## config.mk

```make
export PLATFORM = sky130hd
export DESIGN_NAME = rv_core_regfile
export DESIGN_NICKNAME = d
export VERILOG_FILES = /design/src/rv_core_pkg.sv /design/src/rv_core_regfile.sv
export SDC_FILE = /design/constraint.sdc
export NUM_CORES = 2
export LEC_CHECK = 0
export BUFFER_PORTS_ARGS = -buffer_cell sky130_fd_sc_hd__buf_2
export CORE_MARGIN = 1
export CORE_UTILIZATION = 30
export DETAILED_ROUTE_END_ITERATION = 8
export PLACE_DENSITY = 0.44
export SYNTH_ARGS = -nofsm -noshare
export SYNTH_HDL_FRONTEND = slang
export SYNTH_SLANG_ARGS = --single-unit
```

## constraint.sdc

```tcl
create_clock -name clk -period 4.91 [get_ports clk]
set_clock_uncertainty 0.05 [all_clocks]
set_input_delay 1.473 -clock clk [delete_from_list [all_inputs] [get_ports clk]]
set_output_delay 1.473 -clock clk [all_outputs]
set_load 0.005 [all_outputs]
```

## src/rv_core_pkg.sv

```systemverilog
`default_nettype none

package rv_core_pkg;

  // datapath and bus widths
  localparam int XLEN       = 64;
  localparam int ILEN       = 32;
  localparam int AXI_ADDR_W = 32;
  localparam int REG_NUM    = 32;
  localparam int REG_AW     = 5;

  // first fetch address after reset
  localparam logic [XLEN-1:0] RESET_PC = 64'h8000_0000;

  // dummy no-op and the full ebreak word
  localparam logic [ILEN-1:0] NOP_WORD    = 32'h0000_0000;
  localparam logic [ILEN-1:0] EBREAK_WORD = 32'h0010_0073;

  // func3 of the supported I and S encodings
  localparam logic [2:0] F3_ADDI = 3'b000;
  localparam logic [2:0] F3_JALR = 3'b000;
  localparam logic [2:0] F3_SD   = 3'b011;

  // axi prot: instruction fetch vs plain data access
  localparam logic [2:0] PROT_INST = 3'b100;
  localparam logic [2:0] PROT_DATA = 3'b000;
  // sd writes all eight bytes
  localparam logic [7:0] STRB_FULL = 8'hff;

  // major opcodes, inst[6:0]
  typedef enum logic [6:0] {
    OPC_OP_IMM = 7'b0010011,
    OPC_AUIPC  = 7'b0010111,
    OPC_LUI    = 7'b0110111,
    OPC_STORE  = 7'b0100011,
    OPC_JAL    = 7'b1101111,
    OPC_JALR   = 7'b1100111
  } rv_opcode_e;

  // what the decoder asks of execute and the sequencer
  typedef enum logic [2:0] {
    EXU_NOP,
    EXU_ADD,
    EXU_JUMP,
    EXU_STORE,
    EXU_HALT,
    EXU_TRAP
  } exu_op_e;

  typedef enum logic [1:0] {
    ST_FETCH,
    ST_EXEC,
    ST_STORE,
    ST_HALT
  } core_state_e;

  typedef struct packed {
    exu_op_e           op;
    logic [XLEN-1:0]   op1;
    logic [XLEN-1:0]   op2;
    logic [XLEN-1:0]   op1_jump;
    logic [XLEN-1:0]   op2_jump;
    logic [REG_AW-1:0] rs1_addr;
    logic [REG_AW-1:0] rs2_addr;
    logic [REG_AW-1:0] rd_addr;
    logic              rd_we;
  } decode_t;

  typedef struct packed {
    logic [XLEN-1:0] next_pc;
    logic [XLEN-1:0] wb_data;
    logic [XLEN-1:0] store_addr;
    logic [XLEN-1:0] store_data;
  } exec_t;

  typedef struct packed {
    logic [AXI_ADDR_W-1:0] addr;
    logic [2:0]            prot;
  } axil_ar_t;

  typedef struct packed {
    logic [ILEN-1:0] data;
    logic [1:0]      resp;
  } axil_r_t;

  typedef struct packed {
    logic [AXI_ADDR_W-1:0] addr;
    logic [2:0]            prot;
  } axil_aw_t;

  typedef struct packed {
    logic [XLEN-1:0] data;
    logic [7:0]      strb;
  } axil_w_t;

  typedef struct packed {
    logic [1:0] resp;
  } axil_b_t;

endpackage

`default_nettype wire

```

## src/rv_core_regfile.sv

```systemverilog
`timescale 1ns/1ps
`default_nettype none

module rv_core_regfile import rv_core_pkg::*; (
  input  logic              clk,
  input  logic              arst_n,
  // read ports
  input  logic [REG_AW-1:0] rs1_addr,
  input  logic [REG_AW-1:0] rs2_addr,
  output logic [XLEN-1:0]   rs1_data,
  output logic [XLEN-1:0]   rs2_data,
  // write port
  input  logic              we,
  input  logic [REG_AW-1:0] rd_addr,
  input  logic [XLEN-1:0]   rd_data
);

  logic [XLEN-1:0] regs [REG_NUM];

  always_ff @(posedge clk or negedge arst_n) begin
    if (!arst_n) begin
      for (int i = 0; i < REG_NUM; i++) begin
        regs[i] <= '0;
      end
    end else if (we && rd_addr != '0) begin
      // x0 never written so it reads back zero
      regs[rd_addr] <= rd_data;
    end
  end

  // asynchronous reads
  assign rs1_data = regs[rs1_addr];
  assign rs2_data = regs[rs2_addr];

endmodule

`default_nettype wire

```

==> impl_metrics.py <==
metrics = {
    "global_routing": {
        "gr-total-overflow": 0,
        "grt.total_usage": 0.222,
        "grt_max_degree": 167,
        "grt_pass1_vias": 70600,
        "antenna_found_initial": 38,
        "grt_pass1_wl_um": 574000,
    },
    "cts": {
        "clk_latency_ps": 940,
        "cts_root_buf": "clkbuf_16",
        "cts_buffers": 243,
        "ctsHtreeMaxLevel": 4,
        "cts_sinks": 2048,
        "hold_buffers": 0,
        "clkTransAtPathRegs_ps": 60,
        "cts_tree": "yes",
        "clockBufferDepth": 4,
    },
    "synthesis": {
        "async_flop_share": 1.00,
        "synth_nets": 6594,
        "ys_types": 30,
        "syn-instance-count": 6512,
        "ys_seq_elements": 2048,
        "synth-seq-area-share": 0.476,
        "syn-cell-area_um2": 108000,
        "synthSimpleGateAreaFrac": 0.00445,
        "synth-adder-area-share": 0,
        "synth_xor_area_frac": 0,
        "ys_warn_count": 0,
        "yosys.area.top_type_share": 0.476,
        "synth_edf_count": 0,
        "synthMuxAreaShare": 0.478,
        "synth-compound-area-share": 0.0112,
        "ys_top_cells_by_area": "dfrtp_1 (48%), mux4_2 (24%), mux2_2 (22%)",
        "avgSynthCellArea_um2": 16.5,
        "synth_top_family_by_area": "multiplexers",
        "synth_ff_type": "dfrtp_1",
        "synth_top_cell_by_area": "dfrtp_1",
    },
    "cells_and_area": {
        "final_layout_size_suffix_gt1_frac": 0.667,
        "n_fill_cell": 33300,
        "regMostFlops": "regs",
        "multiInputGateArea_um2": 54500,
        "largest_register_ffs": 2048,
        "area_growth_pct": 21.8,
        "reg_top3": "regs: 2048 flops",
        "seqCellArea_um2": 51200,
        "final_nets": 6979,
        "fin_area_um2": 131000,
        "final_cells": 11800,
    },
    "worst_setup_path": {
        "worstPathArrival_ps": 3650,
        "path_max_fanout": 11,
        "critPathMaxStageDelay_ps": 520,
        "worst_path_most_repeated_cell": "buf_16",
        "cp_top_family": "multiplexers",
        "critPathKind": "input port to output pin",
        "path_cells": "buf_16, buf_16, buf_16, buf_12, mux4_2, mux4_2, mux2_4, buf_6",
        "reg2reg_slack_ps": 4040,
        "endpoint_kind": "output pin",
        "slowest_stage": "mux4_2",
        "crit_path_start_kind": "input port",
        "critPathRequiredTime_ps": 3390,
        "path_buf_inv": 5,
    },
    "timing": {
        "final_hold_viol_count": 0,
        "fin_crit_ps": 5170,
        "fin_ws_ps": -258,
        "max_freq_mhz": 193,
        "period_share": 1.05,
        "tightest_slew_ps": 1320,
        "final_max_slew_viol_count": 0,
        "setup-violations-final": 115,
        "rsz0062_at_grt": "true",
        "slew_headroom": 0.120,
    },
    "routing": {
        "drc_errors": 0,
        "drtIter0Drc": 4531,
        "drt_pass1_iterations": 6,
        "route.final.wire_length_um": 403000,
        "ant_nets": 0,
        "vias": 65800,
        "via_per_inst": 5.56,
        "routedWlPerCell_um": 34.1,
    },
    "run_status": {
        "status": "finished, violations left",
        "violations": "negative setup slack",
    },
    "placed_design": {
        "dpl.cell_count": 11200,
        "gp_congestion": 0.771,
        "place.port_buffers": 209,
        "placed_area_um2": 119000,
        "place_hpwl_um": 240000,
    },
    "floorplan": {
        "io_pins": 210,
        "die_w_um": 601,
        "rows": 219,
        "fp.dieH_um": 601,
        "die-area_um2": 361000,
        "start_util": 0.302,
        "core_um2": 356000,
    },
    "min_path": {
        "hp-class": "register to register",
    },
    "run": {
        "cap_violations": 0,
    },
    "power": {
        "power.density_nw_per_um2": 398,
        "p_leak_uw": 0.0559,
        "finalPower_uw": 52200,
        "ir_drop_v": 0.000293,
    },
}
-- repair_timing --
action,4_1_cts,5_1_grt
buffers inserted,85,53
pin swaps,41,32
resized for setup,380,201
gates cloned,42,16
setup endpoints to repair,127,128
-- final cells by class --
cell class,instances,share of cell area
Sequential cell,2048,0.391
Timing Repair Buffer,913,0.0896
Clock inverter,63,0.00484
Multi-Input combinational cell,3690,0.415
Tap cell,4751,0.0453
Inverter,1,0.0000477
Clock buffer,358,0.0539
Antenna cell,10,0.000191
-- through the flow --
stage | setup WS (ps) | TNS (ps) | hold slack, ps | utilization
2_1_floorplan | 79.4 | 0 | 391 | -
3_3_place_gp | -691 | -33270 | 328 | 0.332
3_5_place_dp | -696 | -32600 | 333 | 0.332
4_1_cts | -286 | -21060 | 346 | 0.365
5_1_grt | -284 | -19840 | 356 | 0.368
6_report | -258 | -15250 | 342 | 0.368
-- Yosys cell counts, types with 9 or more instances --
| cell | instances |
|---|---|
| o22ai_1 | 60 |
| buf_2 | 218 |
| a21oi_1 | 9 |
| a22o_1 | 9 |
| a221o_1 | 26 |
| a221oi_1 | 34 |
| nand2_1 | 20 |
| a211o_1 | 9 |
| buf_4 | 27 |
| buf_1 | 36 |
| mux2_2 | 2151 |
| clkbuf_1 | 487 |
| mux4_2 | 1145 |
| mux2i_1 | 144 |
| nor2_1 | 27 |
| nor2b_1 | 20 |
| dfrtp_1 | 2048 |
-- layout by cell type (no fill, tap or decap), drive strengths merged --
master / instances
a211o: 9
a211oi: 3
a21oi: 9
a221o: 26
a221oi: 34
a22o: 9
and2: 3
and3: 6
buf: 898
bufbuf: 1
bufinv: 9
clkbuf: 372
clkinv: 43
clkinvlp: 5
dfrtp: 2048
diode: 10
inv: 7
mux2: 2151
mux2i: 144
mux4: 1145
nand2: 20
nand2b: 5
nand3: 6
nand4: 2
nor2: 27
nor2b: 20
nor3: 4
nor3b: 1
o22a: 3
o22ai: 60
o31ai: 3
-- path summary, 6_finish.rpt --
check | endpoint | start | depth (start not counted)
max in group asynchronous | regs[1870]$_DFFE_PN0P_ | arst_n | 2
min in group asynchronous | regs[1464]$_DFFE_PN0P_ | arst_n | 1
setup / recovery | rs1_data[50] | rs1_addr[0] | 8
hold / removal | regs[2008]$_DFFE_PN0P_ | regs[2008]$_DFFE_PN0P_ | 0
setup reg to reg | regs[333]$_DFFE_PN0P_ | regs[333]$_DFFE_PN0P_ | 1
hold reg to reg | regs[2008]$_DFFE_PN0P_ | regs[2008]$_DFFE_PN0P_ | 0
-- layer usage --
metal,vias up,track usage,wire [um]
met5,-,0,103
met4,16,0.0601,12000
met3,567,0.0287,15800
met2,1570,0.369,197000
met1,37200,0.304,178000
li1,26400,-,-
-- power by group --
| part | internal (uW) | switching (uW) | leakage (uW) | total [uW] |
|---|---|---|---|---|
| clock | 10300 | 7660 | 0.00381 | 18000 |
| sequential | 20100 | 2410 | 0.0263 | 22500 |
| combinational | 7390 | 4310 | 0.0258 | 11700 |
-- kinds of logic after synthesis --
logic type	after synthesis
and+or+nand+nor	94
AOI/OAI and AO/OA	156
DFF	2048
muxes	3440
buffers and inverters	774
(Power assumes the default switching activity.)
