File: config.mk
export PLATFORM = sky130hd
export DESIGN_NAME = rv_core_idu
export DESIGN_NICKNAME = d
export VERILOG_FILES = /design/src/rv_core_pkg.sv /design/src/rv_core_idu.sv
export SDC_FILE = /design/constraint.sdc
export NUM_CORES = 1
export LEC_CHECK = 0
export ABC_AREA = 1
export BUFFER_PORTS_ARGS = -buffer_cell sky130_fd_sc_hd__buf_2
export CAP_MARGIN = 20
export CORE_AREA = 2 2 169 171
export DETAILED_ROUTE_END_ITERATION = 6
export DIE_AREA = 0 0 171 173
export RECOVER_POWER = 100
export SYNTH_ARGS = -nofsm -noshare
export SYNTH_HDL_FRONTEND = slang
export SYNTH_SLANG_ARGS = --single-unit
File: constraint.sdc
create_clock -name vclk -period 9.1
set_input_delay 0.91 -clock vclk [all_inputs]
set_output_delay 0.91 -clock vclk [all_outputs]
set_load 0.02 [all_outputs]
File: src/rv_core_pkg.sv
`default_nettype none

package rv_core_pkg;

  // datapath and bus widths
  localparam int XLEN       = 64;
  localparam int ILEN       = 32;
  localparam int AXI_ADDR_W = 32;
  localparam int REG_NUM    = 32;
  localparam int REG_AW     = 5;

  // first fetch address after reset
  localparam logic [XLEN-1:0] RESET_PC = 64'h8000_0000;

  // dummy no-op and the full ebreak word
  localparam logic [ILEN-1:0] NOP_WORD    = 32'h0000_0000;
  localparam logic [ILEN-1:0] EBREAK_WORD = 32'h0010_0073;

  // func3 of the supported I and S encodings
  localparam logic [2:0] F3_ADDI = 3'b000;
  localparam logic [2:0] F3_JALR = 3'b000;
  localparam logic [2:0] F3_SD   = 3'b011;

  // axi prot: instruction fetch vs plain data access
  localparam logic [2:0] PROT_INST = 3'b100;
  localparam logic [2:0] PROT_DATA = 3'b000;
  // sd writes all eight bytes
  localparam logic [7:0] STRB_FULL = 8'hff;

  // major opcodes, inst[6:0]
  typedef enum logic [6:0] {
    OPC_OP_IMM = 7'b0010011,
    OPC_AUIPC  = 7'b0010111,
    OPC_LUI    = 7'b0110111,
    OPC_STORE  = 7'b0100011,
    OPC_JAL    = 7'b1101111,
    OPC_JALR   = 7'b1100111
  } rv_opcode_e;

  // what the decoder asks of execute and the sequencer
  typedef enum logic [2:0] {
    EXU_NOP,
    EXU_ADD,
    EXU_JUMP,
    EXU_STORE,
    EXU_HALT,
    EXU_TRAP
  } exu_op_e;

  typedef enum logic [1:0] {
    ST_FETCH,
    ST_EXEC,
    ST_STORE,
    ST_HALT
  } core_state_e;

  typedef struct packed {
    exu_op_e           op;
    logic [XLEN-1:0]   op1;
    logic [XLEN-1:0]   op2;
    logic [XLEN-1:0]   op1_jump;
    logic [XLEN-1:0]   op2_jump;
    logic [REG_AW-1:0] rs1_addr;
    logic [REG_AW-1:0] rs2_addr;
    logic [REG_AW-1:0] rd_addr;
    logic              rd_we;
  } decode_t;

  typedef struct packed {
    logic [XLEN-1:0] next_pc;
    logic [XLEN-1:0] wb_data;
    logic [XLEN-1:0] store_addr;
    logic [XLEN-1:0] store_data;
  } exec_t;

  typedef struct packed {
    logic [AXI_ADDR_W-1:0] addr;
    logic [2:0]            prot;
  } axil_ar_t;

  typedef struct packed {
    logic [ILEN-1:0] data;
    logic [1:0]      resp;
  } axil_r_t;

  typedef struct packed {
    logic [AXI_ADDR_W-1:0] addr;
    logic [2:0]            prot;
  } axil_aw_t;

  typedef struct packed {
    logic [XLEN-1:0] data;
    logic [7:0]      strb;
  } axil_w_t;

  typedef struct packed {
    logic [1:0] resp;
  } axil_b_t;

endpackage

`default_nettype wire

File: src/rv_core_idu.sv
`timescale 1ns/1ps
`default_nettype none

module rv_core_idu import rv_core_pkg::*; (
  input  logic [XLEN-1:0] pc,
  input  logic [ILEN-1:0] inst,
  input  logic [XLEN-1:0] rs1_data,
  output decode_t         dec
);

  // instruction fields
  logic [6:0]        opcode;
  logic [2:0]        func3;
  logic [REG_AW-1:0] rd;
  logic [REG_AW-1:0] rs1;
  logic [REG_AW-1:0] rs2;

  // sign-extended immediates
  logic [XLEN-1:0] imm_i;
  logic [XLEN-1:0] imm_s;
  logic [XLEN-1:0] imm_u;
  logic [XLEN-1:0] imm_j;

  assign opcode = inst[6:0];
  assign rd     = inst[11:7];
  assign func3  = inst[14:12];
  assign rs1    = inst[19:15];
  assign rs2    = inst[24:20];

  assign imm_i = {{52{inst[31]}}, inst[31:20]};
  // S type splits the immediate around rd
  assign imm_s = {{52{inst[31]}}, inst[31:25], inst[11:7]};
  assign imm_u = {{32{inst[31]}}, inst[31:12], 12'b0};
  // J type bit scramble, bit 0 always zero
  assign imm_j = {{43{inst[31]}}, inst[31], inst[19:12], inst[20], inst[30:21], 1'b0};

  always_comb begin
    // anything not matched below traps
    dec    = '0;
    dec.op = EXU_TRAP;
    if (inst == NOP_WORD) begin
      dec.op = EXU_NOP;
    end else if (inst == EBREAK_WORD) begin
      dec.op = EXU_HALT;
    end else begin
      case (opcode)
        OPC_OP_IMM: begin
          if (func3 == F3_ADDI) begin
            dec.op       = EXU_ADD;
            dec.rs1_addr = rs1;
            dec.op1      = rs1_data;
            dec.op2      = imm_i;
            dec.rd_addr  = rd;
            dec.rd_we    = 1'b1;
          end
        end
        OPC_LUI: begin
          // op1 stays zero
          dec.op      = EXU_ADD;
          dec.op2     = imm_u;
          dec.rd_addr = rd;
          dec.rd_we   = 1'b1;
        end
        OPC_AUIPC: begin
          dec.op      = EXU_ADD;
          dec.op1     = pc;
          dec.op2     = imm_u;
          dec.rd_addr = rd;
          dec.rd_we   = 1'b1;
        end
        OPC_JAL: begin
          // link value through op1/op2, target through the jump pair
          dec.op       = EXU_JUMP;
          dec.op1      = pc;
          dec.op2      = 64'd4;
          dec.op1_jump = pc;
          dec.op2_jump = imm_j;
          dec.rd_addr  = rd;
          dec.rd_we    = 1'b1;
        end
        OPC_JALR: begin
          if (func3 == F3_JALR) begin
            dec.op       = EXU_JUMP;
            dec.rs1_addr = rs1;
            dec.op1      = pc;
            dec.op2      = 64'd4;
            dec.op1_jump = rs1_data;
            dec.op2_jump = imm_i;
            dec.rd_addr  = rd;
            dec.rd_we    = 1'b1;
          end
        end
        OPC_STORE: begin
          // address from the adder, data straight from rs2
          if (func3 == F3_SD) begin
            dec.op       = EXU_STORE;
            dec.rs1_addr = rs1;
            dec.rs2_addr = rs2;
            dec.op1      = rs1_data;
            dec.op2      = imm_s;
          end
        end
        default: begin
          dec.op = EXU_TRAP;
        end
      endcase
    end
  end

endmodule

`default_nettype wire

==> results.yml <==
floorplan:
  floorplan.io_pins: 435
  design.die.area_mm2: 0.0296
  initial_core_util_pct: 11.3
  design.core.area_mm2: 0.0276
  die_height_um: 173
  fp-row-count: 61
  die_width_um: 171
global_route:
  total_routing_usage_gr_pct: 9.74
  grt_antenna_before_repair: 1
  global_route_wire_length_before_repair_um: 23700
  grt_start_max_net_pins: 75
  grt.overflow.total: 0
  first_global_vias: 4348
place:
  dp_cells: 1332
  finalWeightedCongestion: 0.976
  place_area_mm2: 0.00504
  dp.final_hpwl_um: 13500
  place.port_buffers: 435
sta:
  final_min_period_over_clock_period_pct: 60.4
  max_clock_freq_mhz: 182
  unrepaired_setup_endpoints_after_global_routing: "false"
  maxSlewViolCount: 49
  report.final.setup_viol: 0
  max_slew.worst_pin.slew_ps: 2400
  hold_violations: 0
  period_minus_slack_ps: 5490
  setup_total_negative_slack_ps: 0
  slew_headroom_pct: -60.1
hold_path:
  worstHoldPathType: "input port to output pin"
routing:
  drtIter0Drc: 431
  drt-vias-per-instance: 3.90
  first_pass_iters: 4
  route.detailed.wl_per_inst_um: 12.7
  drc_errors: 0
  routed_wirelength_um: 17000
  drt.antenna.violating_nets: 0
  dr_total_vias: 5201
critical_path:
  slowest_delay_ps: 1760
  start_kind: "input port"
  worstPathRequired_ps: 8190
  worstPathArrival_ps: 4580
  worstSetupEndpointType: "output pin"
  critical_path_class: "input port to output pin"
  timing.critical_path.slowest_stage_cell: "sky130_fd_sc_hd__clkbuf_1"
  cell_breakdown_of_the_critical_path: "buf_2 -> inv_1 -> nand2_1 -> nor2_1 -> nand2_1 -> inv_1 -> clkbuf_1 -> nand3_1 -> o21ai_0 -> clkbuf_1"
  critical_path_peak_fanout: 48
synthesis:
  post_synth_design_cell_area_mm2: 0.00313
  synth.yosys.warnings: 0
  synth.net_count: 789
  post_synth_inst_count: 629
  seq_area_frac_synth_pct: 0
  synthesis.area_per_instance_um2: 4.97
  synthDistinctLibCells: 22
cells_and_area:
  final_area_mm2: 0.00469
  fillers: 3392
  regArea_um2: 0
  final_layout_net_count: 1117
  synthesis_to_finish_area_growth_pct: 50.0
  antenna_diode_count: 0
  layout.cells.non_filler: 1333
  clockBufferCount: 0
  layout_cells_sized_above_1_pct: 21.8
  flip_flop_and_latch_count: 0
cts:
  post_cts.repair.setup_buffers: 0
  cts_hold_repair.buffers: 0
  cts-resized-gates: 0
power:
  max-vdd-ir-drop_v: 0.00000911
  pwr_density_cell_mw_per_mm2: 19.1
  report.power.total_mw: 0.0899
  power.static_leakage_nw: 2.22
outcome:
  run_status: "finished, violations left"
  failed_checks: "capacitance limit, slew limit"
flow_run:
  timing.max_cap.violations: 1
-- synth_stat cells, drive strengths merged --
master | instances | area share, %
o21ai | 158 | 26
nand2 | 109 | 14
inv | 106 | 13
buf | 103 | 24
nand3 | 73 | 12
nor2 | 59 | 7.8
clkbuf | 13 | 1.6
o22ai | 3 | 0.60
nor3 | 2 | 0.48
a21oi | 1 | 0.16
nand4 | 1 | 0.20
o32ai | 1 | 0.28
-- layout make-up --
class,instances,area [um^2],area share [%]
Multi-Input combinational cell,407,1930,41.1
Tap cell,378,473,10.1
Inverter,106,398,8.48
Timing Repair Buffer,442,1890,40.4
-- kinds of logic (layout without fill, tap and decap cells) --
| family | Yosys count | after routing | synth area share, % |
|---|---|---|---|
| AND/OR/NAND/NOR | 244 | 244 | 34.4 |
| AO/OA/AOI/OAI | 163 | 163 | 27.5 |
| buffers and inverters | 222 | 548 | 38.0 |
-- worst max-delay path: cells and delay by family --
family	cells	cell delay, ps
AOI/OAI and AO/OA	1	290
buffers and inverters	5	2760
and+or+nand+nor	4	560
-- per-layer routing --
metal	vias to the layer above	track usage [%]	wire [um]
met5	-	0	0
met2	250	17.5	8320
met1	2377	13.3	7370
met3	4	0.732	1260
li1	2570	-	-
met4	0	0.318	49
-- cells in the final DEF, fill, tap and decap left out --
cell type and count:
sky130_fd_sc_hd__nand4_1 1, sky130_fd_sc_hd__buf_2 176, sky130_fd_sc_hd__o32ai_1 1, sky130_fd_sc_hd__inv_1 105, sky130_fd_sc_hd__nor2_1 55, sky130_fd_sc_hd__o22ai_1 3, sky130_fd_sc_hd__buf_4 4, sky130_fd_sc_hd__nor3_2 1
sky130_fd_sc_hd__nor2_4 2, sky130_fd_sc_hd__nand2_2 12, sky130_fd_sc_hd__nor3_1 1, sky130_fd_sc_hd__o21ai_0 99, sky130_fd_sc_hd__inv_2 1, sky130_fd_sc_hd__clkbuf_1 262, sky130_fd_sc_hd__nor2_2 2, sky130_fd_sc_hd__o21ai_2 10
sky130_fd_sc_hd__a21oi_1 1, sky130_fd_sc_hd__nand2_1 97, sky130_fd_sc_hd__o21ai_1 49, sky130_fd_sc_hd__nand3_1 73
-- power breakdown --
part           switching, mW  internal, mW  leakage, nW  total (mW)
Combinational         0.0560        0.0339         2.22      0.0899
Clock                      0             0            0           0
Sequential                 0             0            0           0
Total                 0.0560        0.0339         2.22      0.0899
-- worst paths after layout --
| kind | startpoint | to | slack (ps) | cells after the start |
|---|---|---|---|---|
| max | inst[3] | dec[133] | 3610 | 10 |
| min | rs1_data[48] | dec[256] | 2160 | 4 |
-- per-stage QoR --
step | util (%) | setup WS [ps] | hold slack, ps
after floorplan | - | 4150 | 1950
after global placement | 18.2 | 4360 | 2140
after detailed placement | 18.2 | 4230 | 2150
after CTS | 18.2 | 4230 | 2150
after global routing | 17.0 | 3230 | 2180
final | 17.0 | 3610 | 2160
No activity file was read; power rests on OpenSTA's default activity.
