File: config.mk
export PLATFORM = sky130hd
export DESIGN_NAME = rv_core_lsu
export DESIGN_NICKNAME = d
export VERILOG_FILES = /design/src/rv_core_pkg.sv /design/src/rv_core_lsu.sv
export SDC_FILE = /design/constraint.sdc
export NUM_CORES = 1
export LEC_CHECK = 0
export ABC_CLOCK_PERIOD_IN_PS = 1300
export BUFFER_PORTS_ARGS = -buffer_cell sky130_fd_sc_hd__buf_2
export CORE_AREA = 2 2 97 99
export DETAILED_ROUTE_END_ITERATION = 10
export DIE_AREA = 0 0 99 101
export GPL_ROUTABILITY_DRIVEN = 0
export GPL_TIMING_DRIVEN = 0
export HOLD_SLACK_MARGIN = 0.08
export PLACE_DENSITY_LB_ADDON = 0.3
export SLEW_MARGIN = 20
export SYNTH_ARGS = -nofsm -noshare
export SYNTH_HDL_FRONTEND = slang
export SYNTH_SLANG_ARGS = --single-unit
export TNS_END_PERCENT = 30
File: constraint.sdc
create_clock -name clk -period 1.3 [get_ports clk]
set_input_delay 0.065 -clock clk [delete_from_list [all_inputs] [get_ports clk]]
set_output_delay 0.065 -clock clk [all_outputs]
set_load 0.005 [all_outputs]
File: src/rv_core_pkg.sv
`default_nettype none

package rv_core_pkg;

  // datapath and bus widths
  localparam int XLEN       = 64;
  localparam int ILEN       = 32;
  localparam int AXI_ADDR_W = 32;
  localparam int REG_NUM    = 32;
  localparam int REG_AW     = 5;

  // first fetch address after reset
  localparam logic [XLEN-1:0] RESET_PC = 64'h8000_0000;

  // dummy no-op and the full ebreak word
  localparam logic [ILEN-1:0] NOP_WORD    = 32'h0000_0000;
  localparam logic [ILEN-1:0] EBREAK_WORD = 32'h0010_0073;

  // func3 of the supported I and S encodings
  localparam logic [2:0] F3_ADDI = 3'b000;
  localparam logic [2:0] F3_JALR = 3'b000;
  localparam logic [2:0] F3_SD   = 3'b011;

  // axi prot: instruction fetch vs plain data access
  localparam logic [2:0] PROT_INST = 3'b100;
  localparam logic [2:0] PROT_DATA = 3'b000;
  // sd writes all eight bytes
  localparam logic [7:0] STRB_FULL = 8'hff;

  // major opcodes, inst[6:0]
  typedef enum logic [6:0] {
    OPC_OP_IMM = 7'b0010011,
    OPC_AUIPC  = 7'b0010111,
    OPC_LUI    = 7'b0110111,
    OPC_STORE  = 7'b0100011,
    OPC_JAL    = 7'b1101111,
    OPC_JALR   = 7'b1100111
  } rv_opcode_e;

  // what the decoder asks of execute and the sequencer
  typedef enum logic [2:0] {
    EXU_NOP,
    EXU_ADD,
    EXU_JUMP,
    EXU_STORE,
    EXU_HALT,
    EXU_TRAP
  } exu_op_e;

  typedef enum logic [1:0] {
    ST_FETCH,
    ST_EXEC,
    ST_STORE,
    ST_HALT
  } core_state_e;

  typedef struct packed {
    exu_op_e           op;
    logic [XLEN-1:0]   op1;
    logic [XLEN-1:0]   op2;
    logic [XLEN-1:0]   op1_jump;
    logic [XLEN-1:0]   op2_jump;
    logic [REG_AW-1:0] rs1_addr;
    logic [REG_AW-1:0] rs2_addr;
    logic [REG_AW-1:0] rd_addr;
    logic              rd_we;
  } decode_t;

  typedef struct packed {
    logic [XLEN-1:0] next_pc;
    logic [XLEN-1:0] wb_data;
    logic [XLEN-1:0] store_addr;
    logic [XLEN-1:0] store_data;
  } exec_t;

  typedef struct packed {
    logic [AXI_ADDR_W-1:0] addr;
    logic [2:0]            prot;
  } axil_ar_t;

  typedef struct packed {
    logic [ILEN-1:0] data;
    logic [1:0]      resp;
  } axil_r_t;

  typedef struct packed {
    logic [AXI_ADDR_W-1:0] addr;
    logic [2:0]            prot;
  } axil_aw_t;

  typedef struct packed {
    logic [XLEN-1:0] data;
    logic [7:0]      strb;
  } axil_w_t;

  typedef struct packed {
    logic [1:0] resp;
  } axil_b_t;

endpackage

`default_nettype wire

File: src/rv_core_lsu.sv
`timescale 1ns/1ps
`default_nettype none

module rv_core_lsu import rv_core_pkg::*; (
  input  logic            clk,
  input  logic            arst_n,
  // store request from the sequencer
  input  logic            start,
  input  logic [XLEN-1:0] addr,
  input  logic [XLEN-1:0] data,
  output logic            done,
  // axi4-lite write master
  output logic            aw_valid,
  input  logic            aw_ready,
  output axil_aw_t        aw,
  output logic            w_valid,
  input  logic            w_ready,
  output axil_w_t         w,
  input  logic            b_valid,
  output logic            b_ready,
  input  axil_b_t         b
);

  logic                  busy;
  logic [AXI_ADDR_W-1:0] addr_q;
  logic [XLEN-1:0]       data_q;

  always_ff @(posedge clk or negedge arst_n) begin
    if (!arst_n) begin
      busy     <= 1'b0;
      aw_valid <= 1'b0;
      w_valid  <= 1'b0;
    end else if (start) begin
      busy     <= 1'b1;
      aw_valid <= 1'b1;
      w_valid  <= 1'b1;
    end else begin
      // aw and w retire on their own
      if (aw_valid && aw_ready) aw_valid <= 1'b0;
      if (w_valid && w_ready) w_valid <= 1'b0;
      if (done) busy <= 1'b0;
    end
  end

  // payload held until both channels are done
  always_ff @(posedge clk) begin
    if (start) begin
      addr_q <= addr[AXI_ADDR_W-1:0];
      data_q <= data;
    end
  end

  assign aw.addr = addr_q;
  assign aw.prot = PROT_DATA;
  assign w.data  = data_q;
  assign w.strb  = STRB_FULL;

  // response only after both aw and w went through
  assign b_ready = busy && !aw_valid && !w_valid;
  // b.resp is accepted but not acted on
  assign done    = b_valid && b_ready;

endmodule

`default_nettype wire

==> results.ini, run 1 <==
[floorplan]
rows = 35
initial_core_util_pct = 34.5
num_io_pins = 247
die_h_um = 101
die_x_um = 99

[logic_synthesis]
ys_warn_count = 0
avgSynthCellArea_um2 = 25.4
synth_area_um2 = 3100
synth_cells = 122
ys_seq_elements = 99
synth_cell_types = 11
yosysSeqAreaShare_pct = 95.4

[clock_tree]
htreeDepth = 3
clockBufferDepth = 2
ctsHoldBuffers = 101
clock_sinks = 99
root_buffer = clkbuf_8
post_cts_buffers = 0
ctsResizeCount = 0
cts_inserted_buffers = 9

[status]
haltStage = clock tree synthesis (4_1_cts)
first-error = [ERROR RSZ-0060] Max buffer count reached.
status = aborted with a tool error

[placed_design]
io_buffers = 201
place_ws_ps = 12.5
hpwl_um = 5150

[cell usage after synthesis]
library cell,n,share of area [%]
nor2_1,1,0.12
and3_1,1,0.20
inv_1,3,0.36
nor2_2,1,0.20
conb_1,2,0.24
buf_4,11,2.7
a31oi_1,1,0.20
dfrtp_1,3,2.4
edfxtp_1,96,93
o21ai_0,2,0.32
and2_2,1,0.24
[per-stage QoR]
stage	TNS [ps]	hold slack (ps)	instances	util, %	area (um^2)
after detailed placement	0	-137	444	48.0	4310
after floorplan	0	-231	131	-	3130
after global placement	-72260	-135	443	47.7	4280
[kinds of logic after synthesis]
family / share of synthesized area (%)
flops: 95.4
other cells: 0.242
simple gates: 0.767
buf+inv: 3.03
compound gates: 0.525
==> run 2: changes to the inputs <==
--- a/config.mk
+++ b/config.mk
@@ -7,13 +7,11 @@
 export LEC_CHECK = 0
 export ABC_CLOCK_PERIOD_IN_PS = 1300
 export BUFFER_PORTS_ARGS = -buffer_cell sky130_fd_sc_hd__buf_2
-export CORE_AREA = 2 2 97 99
+export CORE_UTILIZATION = 23
 export DETAILED_ROUTE_END_ITERATION = 10
-export DIE_AREA = 0 0 99 101
 export GPL_ROUTABILITY_DRIVEN = 0
 export GPL_TIMING_DRIVEN = 0
-export HOLD_SLACK_MARGIN = 0.08
-export PLACE_DENSITY_LB_ADDON = 0.3
+export PLACE_DENSITY_LB_ADDON = 0.15
 export SLEW_MARGIN = 20
 export SYNTH_ARGS = -nofsm -noshare
 export SYNTH_HDL_FRONTEND = slang
==> run 2 against run 1 <==
  * The flow now finishes without violations
  * Synthesized cell count unchanged
  * Area after synthesis unchanged
==> results.ini, run 2 <==
[status]
status = finished clean  ; was aborted with a tool error

[detailed_routing]
dr.pass1.iters = 4
drt_iter0_markers = 137
wl_per_cell_um = 13.1
wirelength_um = 8210
num_vias = 2344
drc = 0
via_per_inst = 3.75
postRouteAntennaNets = 0

[finish]
antenna_cells = 0
reg.largest.list = data_q x64, addr_q x32
largest_reg_flops = 64
largest-register = data_q
final_cell_mix = 200 x buf_2, 100 x dlygate4sd3_1, 96 x edfxtp_1
layout.cells.most_common = buf_2
final_util_pct = 42.9
syn_to_final_growth_pct = 82.8
final_layout_size_suffix_gt1_share_pct = 51.0
nets = 580

[grt]
grtUsageTotal_pct = 12.0
global_route.peak_usage_layer = met2
antenna_found_initial = 0
grt_pass1_vias = 2284
grt_max_degree = 81
overflow = 0
grtUsageMet2_pct = 18.8
grt_use_met3_pct = 4.99
use_met1_pct = 13.5
grt_pass1_wl_um = 12400

[worst_setup_path]
rrSetupSlack_ps = 540
critPathMaxStageDelay_ps = 410
critPathArrivalTime_ps = 1170
end_kind = primary output
cp_slowest_cell = dfrtp_1
cp-start-kind = register
cp_num_buf_inv = 1
crit_required_ps = 1240
path_cells = nor2_2 -> and3_1 -> buf_2
worstSetupPathType = register to primary output
crit_fanout = 3
crit_family = flip-flops

[logic_synthesis]
avgSynthCellArea_um2 = 25.4  ; unchanged
synth_area_um2 = 3100  ; unchanged
synth.top_cell.area_share_pct = 93.0  ; unchanged
synth_cells = 122  ; unchanged
synth_top_area_cell = edfxtp_1  ; unchanged
synthTopCellsByArea = edfxtp_1 93%, buf_4 2.7%, dfrtp_1 2.4%  ; unchanged
synth_top_cells_by_count = 96 x edfxtp_1, 11 x buf_4, 3 x dfrtp_1, 3 x inv_1  ; unchanged
yosysMostFrequentCell = edfxtp_1  ; unchanged
synth_ff_type = edfxtp_1  ; unchanged
async_reset_ff_share_pct = 3.03  ; unchanged
synth_cell_types = 11  ; unchanged
yosysSeqAreaShare_pct = 95.4  ; unchanged
ys_warn_count = 0  ; unchanged
synth_edf_count = 96  ; unchanged
ys_seq_elements = 99  ; unchanged

[pwr]
power_density_nw_per_um2 = 1250
p_total_uw = 7080
vdd_drop_max_v = 0.000513
power.leakage_uw = 0.00244

[clock_tree]
path_clk_slew_ps = 70
root_buffer = clkbuf_16  ; was clkbuf_8
htreeDepth = 3  ; unchanged
clock_sinks = 99  ; unchanged
cts_inserted_buffers = 9  ; unchanged
cts_tree = built
ctsResizeCount = 0  ; unchanged
clockBufferDepth = 2  ; unchanged
post_cts_buffers = 0  ; unchanged
clock_latency_ps = 340

[sta]
hold_slack_ps = 34.8
min_period_ps = 1230
clock.fmax_mhz = 813
timing.final.crit_share_pct = 94.7
hold_viol = 0
rsz0062_at_grt = no
skew_ps = 0.234
final_max_slew_viol_count = 0
setup_tns_ps = 0
setup_violations = 0

[floorplan]
die_h_um = 118  ; was 101 um
initial_core_util_pct = 23.5  ; was 34.5%
num_io_pins = 247  ; unchanged
die_x_um = 118  ; was 99 um
rows = 42  ; was 35
die_area_um2 = 13900
coreArea_um2 = 13200

[run]
drv_cap = 0

[hold_path]
hold_class = input pin to asynchronous set/reset pin

[placed_design]
io_buffers = 201  ; unchanged
hpwl_um = 5540  ; was 5150 um

run 2: repair_timing:
item / 4_1_cts / 5_1_grt
hold buffers: 100 / 0
endpoints found under the hold margin: 102 / 0
endpoints found under the setup margin: 0 / 0
run 2: per-layer routing:
layer | wire length (um) | part of all wire [%]
met5 | 0 | 0
met4 | 263 | 3.2
met3 | 835 | 10
met2 | 3800 | 46
met1 | 3310 | 40
run 2: logic make-up after synthesis:
group	Yosys count	share of synthesized area (%)
and+or+nand+nor	4	0.767
buffers and inverters	14	3.03
other	2	0.242
DFF	99	95.4
AOI/OAI and AO/OA	3	0.525
run 2: final cells by class:
cell class                      count  area, um^2
Clock inverter                      5        37.5
Tap cell                          176         220
Timing Repair Buffer              302        2040
Buffer                             11        82.6
Multi-Input combinational cell     18        81.3
Fill cell                        1231        7530
Clock buffer                       11         233
Inverter                            3        11.3
Sequential cell                    99        2960
run 2: final timing paths:
kind | cells after the start | start | endpoint
max | 3 | w_valid | done
min | 2 | arst_n | busy
max reg2reg | 2 | w_valid | busy
min reg2reg | 2 | w_valid | w_valid
max in group asynchronous | 2 | arst_n | aw_valid
min in group clk | 1 | start | data_q[49]
run 2: metrics by stage:
step / setup WS, ps / instances / cell area (um^2)
3_5_place_dp: 252 / 509 / 4390
5_1_grt: 1.62 / 625 / 5660
6_report: 69.3 / 625 / 5660
4_1_cts: 53.8 / 625 / 5660
2_1_floorplan: 553 / 131 / 3130
3_3_place_gp: -883 / 508 / 4360
run 2: where the power goes:
part	internal, uW	switching [uW]
sequential	3770	56.7
combinational	489	307
clock	1310	1150
Note: power is estimated with default switching activity, not from simulation.
