`src/rv_core_pkg.sv`:
```
`default_nettype none

package rv_core_pkg;

  // datapath and bus widths
  localparam int XLEN       = 64;
  localparam int ILEN       = 32;
  localparam int AXI_ADDR_W = 32;
  localparam int REG_NUM    = 32;
  localparam int REG_AW     = 5;

  // first fetch address after reset
  localparam logic [XLEN-1:0] RESET_PC = 64'h8000_0000;

  // dummy no-op and the full ebreak word
  localparam logic [ILEN-1:0] NOP_WORD    = 32'h0000_0000;
  localparam logic [ILEN-1:0] EBREAK_WORD = 32'h0010_0073;

  // func3 of the supported I and S encodings
  localparam logic [2:0] F3_ADDI = 3'b000;
  localparam logic [2:0] F3_JALR = 3'b000;
  localparam logic [2:0] F3_SD   = 3'b011;

  // axi prot: instruction fetch vs plain data access
  localparam logic [2:0] PROT_INST = 3'b100;
  localparam logic [2:0] PROT_DATA = 3'b000;
  // sd writes all eight bytes
  localparam logic [7:0] STRB_FULL = 8'hff;

  // major opcodes, inst[6:0]
  typedef enum logic [6:0] {
    OPC_OP_IMM = 7'b0010011,
    OPC_AUIPC  = 7'b0010111,
    OPC_LUI    = 7'b0110111,
    OPC_STORE  = 7'b0100011,
    OPC_JAL    = 7'b1101111,
    OPC_JALR   = 7'b1100111
  } rv_opcode_e;

  // what the decoder asks of execute and the sequencer
  typedef enum logic [2:0] {
    EXU_NOP,
    EXU_ADD,
    EXU_JUMP,
    EXU_STORE,
    EXU_HALT,
    EXU_TRAP
  } exu_op_e;

  typedef enum logic [1:0] {
    ST_FETCH,
    ST_EXEC,
    ST_STORE,
    ST_HALT
  } core_state_e;

  typedef struct packed {
    exu_op_e           op;
    logic [XLEN-1:0]   op1;
    logic [XLEN-1:0]   op2;
    logic [XLEN-1:0]   op1_jump;
    logic [XLEN-1:0]   op2_jump;
    logic [REG_AW-1:0] rs1_addr;
    logic [REG_AW-1:0] rs2_addr;
    logic [REG_AW-1:0] rd_addr;
    logic              rd_we;
  } decode_t;

  typedef struct packed {
    logic [XLEN-1:0] next_pc;
    logic [XLEN-1:0] wb_data;
    logic [XLEN-1:0] store_addr;
    logic [XLEN-1:0] store_data;
  } exec_t;

  typedef struct packed {
    logic [AXI_ADDR_W-1:0] addr;
    logic [2:0]            prot;
  } axil_ar_t;

  typedef struct packed {
    logic [ILEN-1:0] data;
    logic [1:0]      resp;
  } axil_r_t;

  typedef struct packed {
    logic [AXI_ADDR_W-1:0] addr;
    logic [2:0]            prot;
  } axil_aw_t;

  typedef struct packed {
    logic [XLEN-1:0] data;
    logic [7:0]      strb;
  } axil_w_t;

  typedef struct packed {
    logic [1:0] resp;
  } axil_b_t;

endpackage

`default_nettype wire

```
`src/rv_core_ifu.sv`:
```
`timescale 1ns/1ps
`default_nettype none

module rv_core_ifu import rv_core_pkg::*; (
  input  logic            clk,
  input  logic            arst_n,
  // instruction read port
  output logic            ar_valid,
  input  logic            ar_ready,
  output axil_ar_t        ar,
  input  logic            r_valid,
  output logic            r_ready,
  input  axil_r_t         r,
  // decode and execute results
  input  decode_t         dec,
  input  exec_t           exe,
  output logic [XLEN-1:0] pc,
  output logic [ILEN-1:0] inst,
  output logic            wb_en,
  // store handoff
  output logic            store_start,
  input  logic            store_done,
  output logic            halted,
  output logic            trap
);

  core_state_e state;
  // address phase already accepted, waiting for r
  logic        ar_done;

  always_ff @(posedge clk or negedge arst_n) begin
    if (!arst_n) begin
      state    <= ST_FETCH;
      pc       <= RESET_PC;
      ar_valid <= 1'b0;
      ar_done  <= 1'b0;
      trap     <= 1'b0;
    end else begin
      case (state)
        ST_FETCH: begin
          // one ar per instruction, dropped once accepted
          if (ar_valid && ar_ready) begin
            ar_valid <= 1'b0;
            ar_done  <= 1'b1;
          end else if (!ar_valid && !ar_done) begin
            ar_valid <= 1'b1;
          end
          if (r_valid && r_ready) begin
            ar_done <= 1'b0;
            state   <= ST_EXEC;
          end
        end
        ST_EXEC: begin
          pc <= exe.next_pc;
          case (dec.op)
            EXU_STORE: state <= ST_STORE;
            EXU_HALT:  state <= ST_HALT;
            EXU_TRAP: begin
              state <= ST_HALT;
              trap  <= 1'b1;
            end
            default:   state <= ST_FETCH;
          endcase
        end
        // pc already moved on, just wait for the b response
        ST_STORE: if (store_done) state <= ST_FETCH;
        // absorbing until reset
        default:  state <= ST_HALT;
      endcase
    end
  end

  // fetched word, only meaningful in exec
  always_ff @(posedge clk) begin
    if (state == ST_FETCH && r_valid) inst <= r.data;
  end

  assign ar.addr     = pc[AXI_ADDR_W-1:0];
  assign ar.prot     = PROT_INST;
  assign r_ready     = (state == ST_FETCH);
  assign wb_en       = (state == ST_EXEC) && dec.rd_we;
  assign store_start = (state == ST_EXEC) && (dec.op == EXU_STORE);
  assign halted      = (state == ST_HALT);

endmodule

`default_nettype wire

```
`config.mk`:
```
export PLATFORM = sky130hd
export DESIGN_NAME = rv_core_ifu
export DESIGN_NICKNAME = d
export VERILOG_FILES = /design/src/rv_core_pkg.sv /design/src/rv_core_ifu.sv
export SDC_FILE = /design/constraint.sdc
export NUM_CORES = 1
export LEC_CHECK = 0
export BUFFER_PORTS_ARGS = -buffer_cell sky130_fd_sc_hd__buf_4
export CAP_MARGIN = 0
export CELL_PAD_IN_SITES_DETAIL_PLACEMENT = 0
export CELL_PAD_IN_SITES_GLOBAL_PLACEMENT = 1
export CORE_AREA = 2 2 272 274
export CTS_CLUSTER_DIAMETER = 60
export DETAILED_ROUTE_END_ITERATION = 8
export DIE_AREA = 0 0 274 276
export PLACE_DENSITY = 0.38
export SETUP_SLACK_MARGIN = 0.15
export SKIP_CTS_REPAIR_TIMING = 1
export SYNTH_ARGS = -nofsm -noshare
export SYNTH_HDL_FRONTEND = slang
export SYNTH_SLANG_ARGS = --single-unit
```
`constraint.sdc`:
```
create_clock -name clk -period 3.8 [get_ports clk]
set_input_delay 0.19 -clock clk [delete_from_list [all_inputs] [get_ports clk]]
set_output_delay 0.19 -clock clk [all_outputs]
set_load 0.005 [all_outputs]
```
==> results.md, run 1 <==
- Outcome: complete, no violations
- Post-DR wirelength/cell: 12.72 um
- Initial DRC count: 65
- Crit Path Class: flip-flop to primary output
- CP cell instances: nor2b_4, buf_4, and2_1, buf_4
- PD cells: 702.7 nW/um^2
- H-tree depth: 3
- GPL Wtd Cong: 0.6487
- Pin count of the biggest net entering global routing: 47
- Vias per cell: 1.950
- Register area: 2689 sq um
- Area fraction in compound gates after synthesis: 0.8469%
- IO buf count: 238
- WL final: 18420 um
- Multi-input logic area: 953.4 sq um
- Clk slew on worst S/H paths: 0.08 ns
- Cells after Synth: 228
- Initial core utilization: 5.495%
- Skew-Pair Late Insertion Delay: 0.39 ns
- Most common cell in the synthesized netlist: dfrtp_1
- Placed inst area: 6679 sq um
- Critical path buffers and inverters: 2
- Finished Layout Cells: 1448
- Register area share after synthesis: 67.41%
- Final setup viols: 0
- Achievable frequency: 428.6 MHz
- CP Launch Point: state[0]
- Adder-cell share of the synthesized area: 0%
- Netlist cell types: 21
- Leak: 0.003003 uW
- Syn Area/Cell: 17.49 sq um
- Share of cells above drive strength 1: 66.87%
- Mux cell area share after synthesis: 20.61%
- CTS tree: built
- Top FF cell, synth: dfrtp_1
- Die ar.: 75620 sq um
- Initial DRT Pass Iterations: 4
- First-pass GRT wire length: 24720 um
- Row Count: 99
- Simple-Gate Fraction of Synth Area: 2.133%
- N_diodes: 0
- Ys Warns: 0
- Num CTS Buffers: 9
- Total Routing Usage GR: 4.915%
- Clock sinks: 101
- Vias in the first global route: 2912
- Largest family of logic cells by synthesized area: multiplexers
- Global route overflow: 0
- Final Hold Viols: 0
- Fin nets: 1054
- Fillers: 8427
- Hold Crit Class: input port to flip-flop
- Post-Syn Area: 3989 sq um
- Die height: 276 um
- Cell taking the most area after synthesis: dfrtp_1
- Die Wd: 274 um
- DPL Wire Length: 14690 um
- Tightest Pin Transition: 0.9867 ns
- Xor/xnor cell area share of the yosys netlist: 0%
- Fin crit share: 61.41%
- Max Clock Skew: 0.008330 ns
- Crit-path most repeated cell: buf_4
- Async set-reset flop share out of synthesis: 68.32%
- #FFs+latches synth: 101
- Core ar.: 72590 sq um
- Crit path max-delay family: simple AND/OR/NAND/NOR gates
- Syn-to-layout area delta: 85.60%
- Final min period: 2.333 ns
- Fin util: 10.20%
- Rel. slew slack: 34.22%
- IO Pins: 707
- FF-to-FF Start: state[0]
- Startpoint types: flip-flop
- Post-synth EDFFs: 32
- Max FO, Critical Path: 19
- Top cell type's share of synthesized area: 42.66%
- Required time at the worst-slack endpoint: 3.61 ns
- Pins Over Slew Limit: 0
- Residual DRC count: 0
- Via count: 2824
- Most frequent cells after synthesis: dfrtp_1, buf_4, mux2_2
- Worst IR drop on VDD: 0.3732 mV
- Hold Path Origin: exe[213]
- DP Cell Count: 1389
- Slowest cell on crit path: nor2b_4
- # Max-Cap Violations: 0
- Setup TNS: 0 ns
- RSZ-0062 raised after global routing: no
- Synth top area cells: dfrtp_1, edfxtp_1, mux2_2, mux2_4, buf_4
- Crit end category: primary output
- Root Buffer: clkbuf_16
- Post-route cell area: 7403 sq um
- Critical Path Max Stage Delay: 0.54 ns
- DRT antenna net count: 0
- Crit path DAT: 2.14 ns
- Overall power: 5202 uW
- Initial antenna violation count: 3
- Clock tree buffer depth: 2
state kept, by name, indices dropped and copies added, names as in the netlist:
signal,cells
state,2
pc,64
inst,32
ar_valid,1
trap,1
ar_done,1
final timing paths:
kind	end	slack (ns)	depth (start not counted)
worst max-delay path	wb_en	1.47	4
worst min-delay path	pc[21]	0.03	2
worst max register to register	inst[8]	1.78	3
worst min register to register	trap	0.47	1
max in group asynchronous	pc[31]	2.47	3
min in group asynchronous	pc[61]	0.43	2
placed cells by master, fill, tap and decap left out:
cell	instances
clkinv_8	1
a31o_2	1
nand2b_1	1
o21ai_0	1
a31oi_1	2
dfstp_2	1
and2_1	2
nor2b_4	1
clkinvlp_4	2
and3_1	1
nor3_1	2
nor2b_1	3
inv_8	1
and2_2	1
conb_1	3
buf_4	242
edfxtp_1	32
buf_12	1
mux2_2	37
dfrtp_1	68
mux2_4	27
clkbuf_16	9
nor2_1	3
dlygate4sd3_1	43
a211oi_1	1
inv_6	1
clkinv_4	2
cells by family (layout without fill, tap and decap cells):
kind of cell	after synthesis	count (layout)
other cells	2	3
simple gates	14	14
flops	101	101
buf+inv	42	302
mux	64	64
compound gates	5	5
power by group:
| part | leakage [uW] | switching (uW) | internal (uW) |
|---|---|---|---|
| logic | 0.00176 | 868 | 1410 |
| clock network | 0.000137 | 518 | 461 |
| registers | 0.00111 | 343 | 1610 |
metrics by stage:
| stage | setup WS [ns] | hold slack, ns |
|---|---|---|
| floorplan | 1.862 | -0.1056 |
| global placement | 1.736 | 0.3360 |
| detailed placement | 1.726 | 0.3368 |
| CTS | 1.345 | -0.1115 |
| global route | 1.276 | 0.0001543 |
| finish | 1.467 | 0.03381 |
layout make-up:
cell class | count | area share (%)
Multi-Input combinational cell | 86 | 12.88
Clock buffer | 9 | 3.042
Tap cell | 959 | 16.21
Clock inverter | 7 | 0.9295
Timing Repair Buffer | 286 | 30.62
Sequential cell | 101 | 36.32
routing by layer:
| metal | track usage (%) | vias up | wire length [um] |
|---|---|---|---|
| met3 | 2.562 | 10 | 1668 |
| met4 | 2.090 | 0 | 341 |
| met2 | 7.207 | 150 | 8159 |
| met1 | 5.957 | 1391 | 8254 |
| li1 | - | 1273 | - |
| met5 | 0 | - | 0 |
Note: power is estimated with default switching activity, not from simulation.
==> inputs of run 2 (changes only) <==
- clock period: 3.8 -> 2.44 ns (I/O delays scaled with it)
==> run 2 against run 1 <==
Against the previous run: die area unchanged; register-to-register slack worse by 0.93 ns; global-route usage down 0.099 points; worst hold slack worse by 0.024 ns; sequential power up 54%; clock power up 57%; clock skew up 0.0087 ns; final area up 8.1%; via count up 6.3%; power up 58%; wire length down 0.54%; sequential share of layout area down 2.7 points.
==> results.md, run 2 (synthesis gave the netlist of run 1 again) <==
- First-pass GRT wire length: 24370 um
- Overall power: 8237 uW
- Crit path DAT: 1.78 ns
- DRT antenna net count: 0
- Core ar.: 72590 sq um
- Worst IR drop on VDD: 0.4753 mV
- Vias in the first global route: 2926
- Placed inst area: 6724 sq um
- Top layer reached by signal wires: met5
- Die Wd: 274 um
- Crit end category: primary output
- Leak: 0.003248 uW
- Clock tree buffer depth: 2
- Global route overflow: 0
- Fillers: 8395
- Fin nets: 1110
- Initial DRC count: 50
- Die height: 276 um
- Register area: 2689 sq um
- IO buf count: 238
- Share of cells above drive strength 1: 60.18%
- Final setup viols: 0
- Achievable frequency: 524.7 MHz
- IO Pins: 707
- RSZ-0062 raised after global routing: no
- Syn-to-layout area delta: 100.7%
- Final min period: 1.906 ns
- Biggest register: pc
- Post-DR wirelength/cell: 12.17 um
- Hold Crit Class: input port to flip-flop
- Required time at the worst-slack endpoint: 2.32 ns
- Most frequent cells in the layout: buf_4, dlygate4sd3_1, dfrtp_1
- Clock sinks: 101
- DPL Wire Length: 14420 um
- CTS tree: built
- Multi-input logic area: 953.4 sq um
- Number of flip-flops in the largest register: 64
- Pins Over Slew Limit: 0
- PD cells: 1029 nW/um^2
- Final Hold Viols: 0
- Row Count: 99
- Initial antenna violation count: 5
- Outcome: complete, no violations
- GPL Wtd Cong: 0.6441
- H-tree depth: 3
- Largest regs: pc x64, inst x32, state x2
- WL met2: 8315 um
- Setup TNS: 0 ns
- Max Clock Skew: 0.01699 ns
- Total Routing Usage GR: 4.816%
- Fin util: 11.03%
- Initial DRT Pass Iterations: 4
- Root Buffer: clkbuf_16
- Max FO, Critical Path: 42
- Skew-Pair Late Insertion Delay: 0.38 ns
- Pin count of the biggest net entering global routing: 44
- Met3 wire len: 1558 um
- Commonest non-fill, non-tap cell in the layout: buf_4
- Startpoint types: flip-flop
- # Max-Cap Violations: 0
- Vias per cell: 1.993
- Fin crit share: 78.10%
- WL met1: 8074 um
- Crit Path Class: flip-flop to primary output
- Via count: 3002
- DP Worst Slack: 0.8591 ns
- Initial core utilization: 5.495%
- Setup WS post-layout: 0.5343 ns
- Clk slew on worst S/H paths: 0.08 ns
- Residual DRC count: 0
- Post-route cell area: 8005 sq um
- WL final: 18320 um
- Die ar.: 75620 sq um
- Num CTS Buffers: 9
[run 2: cell types whose count changed in the layout (fill, tap and decap cells not counted)]
cell and delta:
dlygate4sd3_1 +55, inv_6 -1, buf_12 +3, inv_8 +1
buf_4 -2, clkinvlp_4 +1, diode_2 +2, clkinv_4 -1
[run 2: stage by stage]
step | std cells | hold slack [ns]
floorplan | 229 | -0.1736
global placement | 1390 | 0.1326
detailed placement | 1390 | 0.1300
CTS | 1406 | -0.3087
global route | 1505 | 0.002135
finish | 1506 | 0.009508
[run 2: final cells by class]
cell class | count | area share [%]
antenna | 2 | 0.06252
multi-input combinational | 86 | 11.91
sequential | 101 | 33.59
clock buffer | 9 | 2.813
timing repair buffer | 342 | 35.76
tap | 959 | 14.99
clock inverter | 7 | 0.8753
[run 2: worst paths after layout]
check,startpoint,end,slack (ns),cells past startpoint
max,state[0],store_start,0.53,4
min,exe[196],pc[4],0.01,2
max reg2reg,state[0],pc[55],0.85,3
min reg2reg,trap,trap,0.49,1
max in group asynchronous,arst_n,pc[31],1.52,3
min in group asynchronous,arst_n,pc[61],0.25,2
[run 2: power by group]
| part | switching [uW] | internal (uW) | leakage, uW |
|---|---|---|---|
| Clock | 817 | 720 | 0.000134 |
| Sequential | 514 | 2500 | 0.00111 |
| Combinational | 1400 | 2290 | 0.00201 |
[run 2: metal layers]
layer  GRT usage [%]  vias up
met2           7.265      144
met5               0        -
met4           2.132        4
met1           5.632     1452
met3           2.519       16
li1                -     1386
[run 2: worst max-delay path, stage by stage, from the launching register on]
cell     delay, ns
dfrtp_1       0.53
nor2b_4       0.28
buf_12        0.28
and3_1        0.20
buf_4         0.11
==> inputs of run 3 (changes only) <==
- clock period: 2.44 -> 1.9 ns (I/O delays scaled with it)
==> run 3 against run 2 <==
Against the previous run: via count rose by 1.0%; die area did not move; sequential power rose by 30%; non-clock buffer count rose by 11; power grew 33%; critical endpoint is now wb_en; largest cell class unchanged; highest routed layer unchanged.
==> results.md, run 3 (synthesis gave the netlist of run 1 again) <==
- Startpoint types: flip-flop
- First-pass GRT wire length: 23830 um
- DP Worst Slack: 0.3739 ns
- CP Launch Point: state[0]
- Core ar.: 72590 sq um
- Most frequent cells in the layout: buf_4, dlygate4sd3_1, dfrtp_1
- Clock tree buffer depth: 2
- Register share of total power: 35.5%
- FF-to-FF End: pc[9]
- Sw frac: 32.83%
- # Max-Cap Violations: 0
- Number of flip-flops in the largest register: 64
- WHS Path Cells: 3
- Biggest register: pc
- Achievable frequency: 623.8 MHz
- WL final: 18450 um
- Setup TNS: 0 ns
- Initial DRC count: 69
- Fin crit share: 84.37%
- R2R Setup Slk: 0.33 ns
- Post-DR wirelength/cell: 12.17 um
- Clock sinks: 101
- Hold Path Origin: store_done
- IO buf count: 238
- Crit Path Class: flip-flop to primary output
- Die Wd: 274 um
- Hold EP: state[1]
- Cell Int Power: 7385 uW
- Required time at the worst-slack endpoint: 1.80 ns
- PD cells: 1352 nW/um^2
- DP Cell Count: 1392
- DRT antenna net count: 0
- Max FO, Critical Path: 6
- Tightest Pin Transition: 0.5171 ns
- RSZ-0062 raised after global routing: no
- Rel. slew slack: 65.53%
- Max Clock Skew: 0.008423 ns
- Combinational power share: 46.2%
- Commonest non-fill, non-tap cell in the layout: buf_4
- Syn-to-layout area delta: 103.8%
- Pins Over Slew Limit: 0
- Initial core utilization: 5.495%
- Worst IR drop on VDD: 0.5638 mV
- Global route overflow: 0
- Outcome: complete, no violations
- Initial DRT Pass Iterations: 4
- Setup WS post-layout: 0.2969 ns
- Largest regs: pc x64, inst x32, state x2
- Leak: 0.003324 uW
- Final min period: 1.603 ns
- Residual DRC count: 0
- Finished Layout Cells: 1516
- Final Hold Viols: 0
- Root Buffer: clkbuf_16
- CTS tree: built
- Vias per cell: 2.000
- GPL Wtd Cong: 0.6486
- IO Pins: 707
- Initial antenna violation count: 1
- Skew-Pair Late Insertion Delay: 0.37 ns
- Total Routing Usage GR: 4.670%
- Fin util: 11.20%
- Net Sw Power: 3609 uW
- Clock power frac: 18.3%
- Pin count of the biggest net entering global routing: 52
- R2R depth: 4
- Via count: 3032
- Fin nets: 1121
- Crit end category: primary output
- Num CTS Buffers: 9
- FF-to-FF Start: state[1]
- H-tree depth: 3
- Vias in the first global route: 2953
- Crit path DAT: 1.51 ns
- DPL Wire Length: 13980 um
- Clk slew on worst S/H paths: 0.08 ns
- Die height: 276 um
- Die ar.: 75620 sq um
- Final setup viols: 0
- Hold Crit Class: input port to flip-flop
- Row Count: 99
- Share of cells above drive strength 1: 60.79%
-- run 3: cell types whose count changed in the layout (fill, tap and decap cells not counted), sizes merged --
cell,change
clkinvlp,-3
clkbuf,+4
dlygate4sd3,+1
diode,-1
buf,+8
inv,+1
clkinv,-1
bufinv,+1
-- run 3: through the flow --
step           hold WS (ns)  cell area [sq um]  total power [uW]
6_report            0.04820               8130             10990
5_1_grt             0.04642               8128             11880
4_1_cts             -0.3258               7027             10880
3_5_place_dp         0.1120               6726              8716
3_3_place_gp         0.1107               6726              8742
2_1_floorplan       -0.2006               3994              6161
-- run 3: power groups by stage --
stage	logic [uW]	clock network (uW)	registers (uW)
CTS	4780	2170	3930
global placement	4820	0	3920
global route	5590	2220	4060
detailed placement	4790	0	3930
finish	5080	2010	3900
floorplan	2340	0	3820
-- run 3: critical path: stages (launching register included) --
cell and delay (ns):
dfrtp_2 0.45, nor2b_4 0.16, buf_12 0.12, buf_12 0.12, and2_1 0.15, buf_4 0.13
-- run 3: layout make-up --
type	instances	area, sq um
fillers	8374	64460
diodes	1	2.502
clock buffers	11	232.7
repair buffers	353	2983
multi-input cells	86	953.4
clock inverters	5	67.56
well taps	959	1200
flip-flops and latches	101	2691
-- run 3: worst max-delay path by stage --
| stage | endpoint | slack (ns) | depth (start not counted) |
|---|---|---|---|
| floorplan | inst[0] | 0.30 | 2 |
| global placement | inst[4] | 0.38 | 3 |
| detailed placement | pc[36] | 0.37 | 3 |
| CTS | store_start | -0.03 | 4 |
| global route | wb_en | 0.21 | 5 |
| finish | wb_en | 0.30 | 5 |
-- run 3: metal layers --
| layer | GRT usage [%] | share of wire, % | up-vias | routed length [um] |
|---|---|---|---|---|
| li1 | - | - | 1412 | - |
| met1 | 5.057 | 41 | 1462 | 7528 |
| met2 | 6.883 | 45 | 142 | 8228 |
| met3 | 3.596 | 13 | 14 | 2412 |
| met4 | 1.630 | 1.4 | 2 | 265 |
| met5 | 0 | 0.070 | - | 13 |
